[src/source/rv_bus_pkg.sv]
package rv_bus_pkg;

    // simple memory bus request
    // address and write_data are only meaningful while a strobe is high
    // read data comes back combinationally in the same cycle
    typedef struct packed {
        logic [63:0] address;
        logic [63:0] write_data;
        logic        write_enable;
        logic        read_enable;
    } bus_req_t;

    // device map
    // uart transmit register
    localparam logic [63:0] uart_base = 64'h0000_0000_8000_0000;

    // keyboard data register
    localparam logic [63:0] key_base = 64'h0000_0000_8000_0010;

    // interrupt vector codes
    // only the keyboard source is serviced
    localparam logic [3:0] irq_key = 4'd1;

    // all-idle request
    // strobes low, payload don't-care
    localparam bus_req_t bus_idle = '{
        address:      64'h0,
        write_data:   64'h0,
        write_enable: 1'b0,
        read_enable:  1'b0
    };

endpackage

[src/source/rv_isa_pkg.sv]
package rv_isa_pkg;

    // architectural register width
    typedef logic [63:0] xlen_t;

    // raw 32-bit instruction word
    typedef logic [31:0] inst_t;

    // register index, x0..x31
    typedef logic [4:0] reg_idx_t;

    // major opcodes, bits [6:0]
    localparam logic [6:0] op_lui   = 7'b0110111;
    localparam logic [6:0] op_opimm = 7'b0010011;

    // funct3 inside op-imm
    localparam logic [2:0] funct3_addi = 3'b000;

    // decode result
    // anything not recognised falls back to nop
    typedef enum logic [1:0] {
        nop  = 2'd0,
        lui  = 2'd1,
        addi = 2'd2
    } exec_op_e;

    // register file write port, core to regfile
    // we   write strobe
    // rd   destination index
    // data value to store
    typedef struct packed {
        logic     we;
        reg_idx_t rd;
        xlen_t    data;
    } rf_write_t;

    // sign-extended I-type immediate width
    localparam int imm_i_width = 12;

    // U-type immediate sits in bits [31:12]
    localparam int imm_u_shift = 12;

endpackage

[src/source/riscv64.sv]
`timescale 1ns/1ps

module riscv64 #(
    parameter logic [31:0] reset_pc = 32'h0000_0000,
    parameter logic [31:0] trap_pc  = 32'h0000_0000
) (
    input  logic                 clk,
    input  logic                 reset,
    input  rv_isa_pkg::inst_t    instruction,
    input  logic [3:0]           interrupt_vector,
    input  rv_isa_pkg::xlen_t    bus_read_data,
    input  rv_isa_pkg::reg_idx_t dbg_addr,
    output logic [31:0]          pc,
    output logic [31:0]          ir,
    output logic                 heartbeat,
    output logic                 interrupt_done,
    output logic [63:0]          bus_address,
    output logic [63:0]          bus_write_data,
    output logic                 bus_write_enable,
    output logic                 bus_read_enable,
    output rv_isa_pkg::xlen_t    dbg_data
);
    import rv_isa_pkg::*;
    import rv_bus_pkg::*;

    // core to regfile
    rf_write_t rf_wr;
    reg_idx_t  rs1_addr;
    xlen_t     rs1_data;

    // sequencer to core and bus
    bus_req_t  bus_req;
    logic      irq_hold;
    logic      irq_take;

    rv_exec_core #(
        .reset_pc (reset_pc),
        .trap_pc  (trap_pc)
    ) core_inst (
        .clk         (clk),
        .reset       (reset),
        .instruction (instruction),
        .irq_hold    (irq_hold),
        .irq_take    (irq_take),
        .rs1_data    (rs1_data),
        .rs1_addr    (rs1_addr),
        .rf_wr       (rf_wr),
        .pc          (pc),
        .ir          (ir),
        .heartbeat   (heartbeat)
    );

    // debug port goes straight out
    rv_regfile regfile_inst (
        .clk      (clk),
        .reset    (reset),
        .wr       (rf_wr),
        .rs1_addr (rs1_addr),
        .dbg_addr (dbg_addr),
        .rs1_data (rs1_data),
        .dbg_data (dbg_data)
    );

    rv_irq_sequencer irq_inst (
        .clk              (clk),
        .reset            (reset),
        .interrupt_vector (interrupt_vector),
        .bus_read_data    (bus_read_data),
        .bus_req          (bus_req),
        .interrupt_done   (interrupt_done),
        .irq_hold         (irq_hold),
        .irq_take         (irq_take)
    );

    // bus request onto the flat pins
    assign bus_address      = bus_req.address;
    assign bus_write_data   = bus_req.write_data;
    assign bus_write_enable = bus_req.write_enable;
    assign bus_read_enable  = bus_req.read_enable;

endmodule

[src/source/rv_exec_core.sv]
`timescale 1ns/1ps

module rv_exec_core #(
    parameter logic [31:0] reset_pc = 32'h0000_0000,
    parameter logic [31:0] trap_pc  = 32'h0000_0000
) (
    input  logic                  clk,
    input  logic                  reset,
    input  rv_isa_pkg::inst_t     instruction,
    input  logic                  irq_hold,
    input  logic                  irq_take,
    input  rv_isa_pkg::xlen_t     rs1_data,
    output rv_isa_pkg::reg_idx_t  rs1_addr,
    output rv_isa_pkg::rf_write_t rf_wr,
    output logic [31:0]           pc,
    output logic [31:0]           ir,
    output logic                  heartbeat
);
    import rv_isa_pkg::*;

    logic     bubble;
    logic     retire;
    exec_op_e op;
    reg_idx_t rd;
    xlen_t    imm_u;
    xlen_t    imm_i;

    // fetch
    // ir follows instruction with one cycle of lag
    always_ff @(posedge clk or negedge reset) begin
        if (!reset) begin
            ir        <= 32'h0000_0000;
            heartbeat <= 1'b0;
        end else begin
            ir        <= instruction;
            // free-running toggle, alive indicator
            heartbeat <= ~heartbeat;
        end
    end

    // ir only retires when no interrupt work is pending
    // and the previous cycle was not a redirect
    assign retire = !irq_take && !irq_hold && !bubble;

    // pc and bubble
    always_ff @(posedge clk or negedge reset) begin
        if (!reset) begin
            pc     <= reset_pc;
            bubble <= 1'b0;
        end else begin
            if (irq_take) begin
                // jump to the isr, squash whatever is in ir next cycle
                pc     <= trap_pc;
                bubble <= 1'b1;
            end else if (irq_hold) begin
                // stalled behind the keyboard read
                pc <= pc;
            end else if (bubble) begin
                // ir discarded this cycle
                bubble <= 1'b0;
            end else begin
                pc <= pc + 32'd4;
            end
        end
    end

    // instruction fields
    assign rd       = ir[11:7];
    assign rs1_addr = ir[19:15];

    // U-type, upper 20 bits then zeros, sign from bit 31
    assign imm_u = {{32{ir[31]}}, ir[31:12], {imm_u_shift{1'b0}}};

    // I-type, 12 bits sign-extended
    assign imm_i = {{(64 - imm_i_width){ir[31]}}, ir[31:20]};

    // decode
    always_comb begin
        op = nop;
        case (ir[6:0])
            op_lui: begin
                op = lui;
            end
            op_opimm: begin
                // other op-imm functions are not implemented
                if (ir[14:12] == funct3_addi) begin
                    op = addi;
                end
            end
            default: begin
                op = nop;
            end
        endcase
    end

    // execute
    // result goes straight to the regfile, lands at the end of this cycle
    always_comb begin
        rf_wr.we   = retire && (op != nop);
        rf_wr.rd   = rd;
        rf_wr.data = '0;
        case (op)
            lui: begin
                rf_wr.data = imm_u;
            end
            addi: begin
                // wraps modulo 2^64
                rf_wr.data = rs1_data + imm_i;
            end
            default: begin
                rf_wr.data = '0;
            end
        endcase
    end

endmodule

[src/source/rv_irq_sequencer.sv]
`timescale 1ns/1ps

module rv_irq_sequencer (
    input  logic                 clk,
    input  logic                 reset,
    input  logic [3:0]           interrupt_vector,
    input  rv_isa_pkg::xlen_t    bus_read_data,
    output rv_bus_pkg::bus_req_t bus_req,
    output logic                 interrupt_done,
    output logic                 irq_hold,
    output logic                 irq_take
);
    import rv_isa_pkg::*;
    import rv_bus_pkg::*;

    // idle  nothing outstanding
    // read  keyboard read on the bus this cycle
    typedef enum logic {
        st_idle = 1'b0,
        st_read = 1'b1
    } seq_state_e;

    seq_state_e state;
    logic       key_req;
    logic       write_q;
    xlen_t      addr_q;
    xlen_t      wdata_q;

    // only the keyboard vector is serviced
    assign key_req = (interrupt_vector == irq_key);

    // control state
    always_ff @(posedge clk or negedge reset) begin
        if (!reset) begin
            state   <= st_idle;
            write_q <= 1'b0;
        end else begin
            // write strobe lasts one cycle
            write_q <= 1'b0;
            case (state)
                st_idle: begin
                    if (key_req) begin
                        state <= st_read;
                    end
                end
                st_read: begin
                    // vector still up, commit the copy
                    // vector gone, drop the read silently
                    state <= st_idle;
                    if (key_req) begin
                        write_q <= 1'b1;
                    end
                end
                default: begin
                    state <= st_idle;
                end
            endcase
        end
    end

    // bus payload
    // held between accesses
    always_ff @(posedge clk) begin
        if ((state == st_idle) && key_req) begin
            addr_q <= key_base;
        end else if ((state == st_read) && key_req) begin
            addr_q  <= uart_base;
            // keyboard byte is valid while the read strobe is up
            wdata_q <= bus_read_data;
        end
    end

    always_comb begin
        bus_req.address      = addr_q;
        bus_req.write_data   = wdata_q;
        bus_req.write_enable = write_q;
        bus_req.read_enable  = (state == st_read);
    end

    // core side
    // hold while the read is in flight, redirect with the write
    assign irq_hold       = (state == st_read);
    assign irq_take       = write_q;
    assign interrupt_done = write_q;

endmodule

[src/source/rv_regfile.sv]
`timescale 1ns/1ps

module rv_regfile (
    input  logic                  clk,
    input  logic                  reset,
    input  rv_isa_pkg::rf_write_t wr,
    input  rv_isa_pkg::reg_idx_t  rs1_addr,
    input  rv_isa_pkg::reg_idx_t  dbg_addr,
    output rv_isa_pkg::xlen_t     rs1_data,
    output rv_isa_pkg::xlen_t     dbg_data
);
    import rv_isa_pkg::*;

    // 32 x 64-bit storage
    // entry 0 is never written, reads are forced to zero anyway
    xlen_t regs [0:31];

    // single write port
    always_ff @(posedge clk or negedge reset) begin
        if (!reset) begin
            for (int i = 0; i < 32; i++) begin
                regs[i] <= '0;
            end
        end else begin
            // writes to x0 are dropped
            if (wr.we && (wr.rd != 5'd0)) begin
                regs[wr.rd] <= wr.data;
            end
        end
    end

    // operand read for the execute stage
    // no bypass, a write lands at the edge and is seen next cycle
    always_comb begin
        if (rs1_addr == 5'd0) begin
            rs1_data = '0;
        end else begin
            rs1_data = regs[rs1_addr];
        end
    end

    // debug read, used by the testbench to scan the whole file
    always_comb begin
        if (dbg_addr == 5'd0) begin
            dbg_data = '0;
        end else begin
            dbg_data = regs[dbg_addr];
        end
    end

endmodule
[config.mk]
export PLATFORM = sky130hd
export DESIGN_NAME = riscv64
export DESIGN_NICKNAME = d
export VERILOG_FILES = /design/src/source/rv_bus_pkg.sv /design/src/source/rv_isa_pkg.sv /design/src/source/riscv64.sv /design/src/source/rv_exec_core.sv /design/src/source/rv_irq_sequencer.sv /design/src/source/rv_regfile.sv
export SDC_FILE = /design/constraint.sdc
export NUM_CORES = 2
export LEC_CHECK = 0
export BUFFER_PORTS_ARGS = -buffer_cell sky130_fd_sc_hd__buf_2
export CAP_MARGIN = 30
export CORE_MARGIN = 4
export CORE_UTILIZATION = 50
export CTS_CLUSTER_DIAMETER = 200
export DETAILED_ROUTE_END_ITERATION = 8
export GPL_ROUTABILITY_DRIVEN = 0
export PLACE_DENSITY = 0.66
export SYNTH_ARGS = -nofsm -noshare
export SYNTH_HDL_FRONTEND = slang
export SYNTH_HIERARCHICAL = 1
export SYNTH_SLANG_ARGS = --single-unit
export TNS_END_PERCENT = 100
[constraint.sdc]
create_clock -name clk -period 7.4 [get_ports clk]
set_input_delay 1.48 -clock clk [delete_from_list [all_inputs] [get_ports clk]]
set_output_delay 1.48 -clock clk [all_outputs]
set_load 0.05 [all_outputs]
* Word level (Yosys, flattened, before mapping)
Index checks and enable logic that the tools add are counted.
** Word-level totals
- Input bits :: 107
- Register bits after elaboration :: 2181
** Operators by class
- Add/sub/neg operators :: 2
- Multiplexer cells :: 22
- Order comparisons :: 4
- Reduce and logical (&&, ||, !) cells :: 17
- Eq/ne operators :: 7
- Bitwise operators :: 6
** Operators by type and width (number)
- 2048-bit bitwise mux :: 1
- 64-bit binary-select mux with 5-bit select :: 2
- 64-bit 2-to-1 mux :: 7
- 64-bit demux with 5-bit select :: 1
- 64-bit one-hot mux with 2 select lines :: 1
- 32-bit 2-to-1 mux :: 3
- 64-bit adder :: 1
- 32-bit by 3-bit adder with 32-bit output, second input constant :: 1
- 6-bit greater-or-equal comparator, second input constant :: 3
- 5-bit inverter with 6-bit output :: 3
- 5-bit zero test :: 2
- 7-bit by 5-bit equality test with 1-bit output, second input constant :: 1
- 7-bit by 6-bit equality test with 1-bit output, second input constant :: 1
- 1-bit logical AND :: 7
- 6-bit by 1-bit less-than comparator with 1-bit output, second input constant :: 1
- 5-bit nonzero test :: 1
- 4-bit by 1-bit equality test with 1-bit output, second input constant :: 1
- 1-bit 2-to-1 mux :: 4
- 2-bit one-hot mux with 2 select lines :: 1
- 2-bit AND reduction :: 2
- 1-bit zero test :: 3
- 3-bit zero test :: 1
- 1-bit inverter :: 3
- 2-bit by 1-bit equality test with 1-bit output, second input constant :: 1
- 6 further kinds :: 6

* Longest topological paths before layout
- Depth after elaboration :: 8
- Mapped depth :: 24
- Mapped depth without buffers :: 17

* Cells and area by module
The synthesis kept the hierarchy.
** By module, submodules not included
- rv_regfile :: cells each 6915, times used 1, area an instance 108138.7 um^2
- rv_exec_core :: cells each 826, times used 1, area an instance 6550.0 um^2
- rv_irq_sequencer :: cells each 140, times used 1, area an instance 2548.7 um^2

* Least setup slack after synthesis
OpenSTA, ideal clock, no wires.
- Path type :: flip-flop to flip-flop
- From :: reg core_inst.ir[15]
- To :: reg regfile_inst/regs[1404] (netlist bit)
- Path slack :: 1611 ps
- Data arrival time :: 5665 ps
- Period minus slack after synthesis :: 5789 ps
- Setup time :: 125 ps
- Cell stages (with the launch flop) :: 24
- Cells stage by stage :: dfrtp_1 -> buf_4 -> buf_2 -> buf_6 -> buf_6 -> buf_2 -> mux4_2 -> a22oi_1 -> nand2_1 -> a21o_1 -> ha_1 -> clkbuf_2 -> nand2_1 -> or4_4 -> or4_1 -> o32ai_2 -> o211ai_2 -> o211a_4 -> o21a_1 -> o21ai_2 -> nor4_1 -> or3_1 -> clkbuf_1 -> mux2_2
** RTL lines
- start: declaration :: RTL line rv_exec_core.sv:16 : output logic [31:0] ir,
- start signal: assignment :: RTL line rv_exec_core.sv:35 : ir <= instruction;
- end signal: indexed assignment :: RTL line rv_regfile.sv:27 : regs[wr.rd] <= wr.data;
- end: declaration :: RTL line rv_regfile.sv:16 : xlen_t regs [0:31];

==> results.yml <==
worst_setup_path:
  crit_top_cell: "buf_4"
  crit_type: "flop to flop"
  cp_num_buf_inv: 4
  r2r-start: "core_inst/ir[16]$_DFF_PN0_"
  slowest_stage: "dfrtp_4"
  cp_max_fo: 38
  end_kind: "flop"
  cp_data_required_time_ns: 8.15
  arrival_ns: 7.91
  reg2reg_setup_slack_ns: 0.25
  worstPathCellList: "buf_4 > nand2_1 > o22ai_1 > nor4_1 > nor4_2 > buf_4 > ha_1 > o211ai_1 > o211ai_1 > and4_1 > o311a_1 > nor4_2 > o31ai_1 > buf_4 > a311oi_2 > o21ai_1 > xnor2_1 > o21ai_1 > buf_4 > mux2_2"
  r2r-end: "regfile_inst/regs[1149]$_DFFE_PN0P_"
  start_kind: "flop"
  worst_r2r_path_depth: 20
  crit_family: "simple AND/OR/NAND/NOR gates"
  critical_path.max_stage_delay_ns: 0.97
synthesis:
  yosysWarnings: 6
  synth.distinct_cells: 91
  synth_seq_cells: 2178
  synth-seq-area-share: 0.4676
  avgSynthCellArea_um2: 14.88
  synth_area_leaders: "dfrtp_1 45%, mux2_2 19%, mux4_2 19%"
  netlist_area_um2: 117200
  yosysMostFrequentCell: "dfrtp_1"
  synth_edf_count: 64
  synth_top_cell_area_share: 0.4510
  synthArstFlopShare: 0.9702
  synthFlopType: "dfrtp_1"
  ys_top_cells_by_count: "2113 x dfrtp_1, 1998 x mux2_2, 983 x mux4_2"
  synthCells: 7881
  netlist.top_cell.by_area: "dfrtp_1"
placed_design:
  numPortBuffers: 301
  dp_cells: 10770
  hpwl_um: 223900
power_and_ir_drop:
  pwr-share-clk: 0.469
  irDropWorstVdd_uv: 219.1
  p_per_area_nw_per_um2: 199.5
  seq_power_share: 0.464
  p_sw_frac: 0.2475
  cellLeakagePower_nw: 61.25
  p_switching_w: 0.006435
  power.internal_w: 0.01957
  p_comb_frac: 0.067
timing:
  hold_ws_ns: 0.3745
  fmax_mhz: 139.8
  setup_viol: 0
  timing.final.crit_share: 0.9667
  rsz0062_at_grt: "no"
  tightestPinTransition_ns: 1.130
  slew_headroom: 0.2364
  drv_slew: 0
  final.setup.tns_ns: 0
  hold_viol: 0
  fin_worst_skew_ns: 0.03384
  fin_crit_ns: 7.154
global_route:
  grt_pass1_wl_um: 552200
  first_global_vias: 78370
  grt_max_degree: 182
  antenna_found_initial: 13
  gr-total-overflow: 0
  track_usage: 0.3100
clock_tree:
  clk_pin_slew_ns: 0.06
  cts_buffers: 233
  htreeDepth: 4
  cts_buffer_depth: 3
  clkLatencyLatePin_ns: 0.89
  cts_resized: 0
  cts.sinks: 2178
  cts_root_buf: "clkbuf_16"
  cts_hold_buffers: 0
  postCtsSetupRepairBufs: 0
  cts_tree: "yes"
route:
  wl_um: 379900
  viasPerCell: 6.783
  drc: 0
  num_vias: 76100
  wire_per_inst_um: 33.86
  dr.pass1.iters: 9
  ant_nets: 0
  first_iter_violations: 7788
floorplan:
  pin_count: 367
  die_area_um2: 242300
  rows: 177
  die_w_um: 492.2
  core_area_um2: 233000
  initial_core_util: 0.5032
  fp.dieH_um: 492.2
outcome:
  outcome: "finished clean"
layout:
  fin_cells: 11220
  multi_input_area_um2: 58460
  area.sequential_um2: 54840
  final_layout_size_suffix_gt1_frac: 0.5062
  fillers: 18480
  syn_to_final_growth_pct: 11.18
  utilization: 0.5595
  nets: 8053
min_path:
  hold_start: "regfile_inst/regs[2030]$_DFFE_PN0P_"
  min_to: "regfile_inst/regs[2030]$_DFFE_PN0P_"
  hold_depth: 0
  min_path_type: "flop to flop"
job:
  drv_cap: 0
flip-flops by register name, indices dropped and copies added, names as in the netlist:
register / flops
regfile_inst/regs: 2047
irq_inst/wdata_q: 64
core_inst/ir: 32
core_inst/pc: 30
core_inst/bubble: 1
core_inst/heartbeat: 1
irq_inst/addr_q: 1
irq_inst/interrupt_done: 1
irq_inst/irq_hold: 1
how the worst max path moves through the flow:
stage                          startpoint                             endpoint  slack [ns]  cells past startpoint
2_1_floorplan  core_inst/ir[15]$_DFF_PN0_  regfile_inst/regs[1404]$_DFFE_PN0P_        1.61                     23
3_3_place_gp   core_inst/ir[16]$_DFF_PN0_   regfile_inst/regs[699]$_DFFE_PN0P_        0.21                     18
3_5_place_dp   core_inst/ir[16]$_DFF_PN0_   regfile_inst/regs[573]$_DFFE_PN0P_        0.49                     20
4_1_cts        core_inst/ir[16]$_DFF_PN0_   regfile_inst/regs[573]$_DFFE_PN0P_        0.40                     20
5_1_grt        core_inst/ir[16]$_DFF_PN0_  regfile_inst/regs[1212]$_DFFE_PN0P_        0.13                     18
6_report       core_inst/ir[16]$_DFF_PN0_  regfile_inst/regs[1149]$_DFFE_PN0P_        0.25                     20
per-layer routing:
layer	wire length, um	GRT usage	up-vias	part of all wire
li1	-	-	30230	-
met5	13	0	-	0.000034
met3	32260	0.06544	868	0.085
met1	151700	0.4205	41290	0.40
met2	178600	0.4923	3718	0.47
met4	17260	0.1232	2	0.045
power groups by stage:
stage | clock [W] | combinational, W | sequential, W
floorplan | 0 | 0.000928 | 0.0123
global placement | 0 | 0.00174 | 0.0123
detailed placement | 0 | 0.00175 | 0.0123
CTS | 0.0124 | 0.00176 | 0.0121
global route | 0.0129 | 0.00184 | 0.0121
finish | 0.0122 | 0.00174 | 0.0121
placed cells by master (no fill, tap or decap), types with 23 or more instances in the layout:
master     instances
o21ai_2           27
buf_2            297
edfxtp_1          64
bufinv_16         23
inv_1             25
nand3_1           34
a22oi_1          104
mux2i_1          376
xnor2_1           43
clkbuf_8          41
nor2b_1           40
buf_4            234
buf_12            70
mux4_2           983
a21oi_1           80
nor2_1            94
conb_1            65
dfrtp_1         2107
mux2_2          1998
o22ai_1          173
a21o_1            78
clkbuf_16        236
clkbuf_1          48
xor2_1            40
nand2_1          131
nor3_1            34
or2_1             48
mux2_1            28
clkinv_2          50
o21ai_0           41
ha_1              67
cell type report:
type                    count  share of cell area
clock inverters           110             0.01009
clock buffers             325             0.05102
flip-flops and latches   2178              0.4207
inverters                  27           0.0008351
multi-input cells        4817              0.4485
repair buffers            621             0.03858
well taps                3132             0.03006
diodes                      9           0.0001728
stage by stage:
stage                     power (W)  worst slack, ns  instance area (um^2)
after floorplan             0.01327            1.611                117500
after global placement      0.01402           0.2144                121900
after detailed placement    0.01404           0.4920                122300
after CTS                   0.02619           0.4011                130300
after global routing        0.02676           0.1332                130300
final                       0.02600           0.2461                130300
logic make-up after synthesis:
logic type / Yosys count / synth area share
flip-flops: 2178 / 0.4676
AND/OR/NAND/NOR: 539 / 0.02345
multiplexers: 3390 / 0.4167
AO/OA/AOI/OAI: 672 / 0.03932
adder cells (fa/ha/maj): 68 / 0.007321
buffers and inverters: 948 / 0.03938
XOR/XNOR: 83 / 0.006201
other: 3 / 0.00009604
No activity file was read; power rests on OpenSTA's default activity.
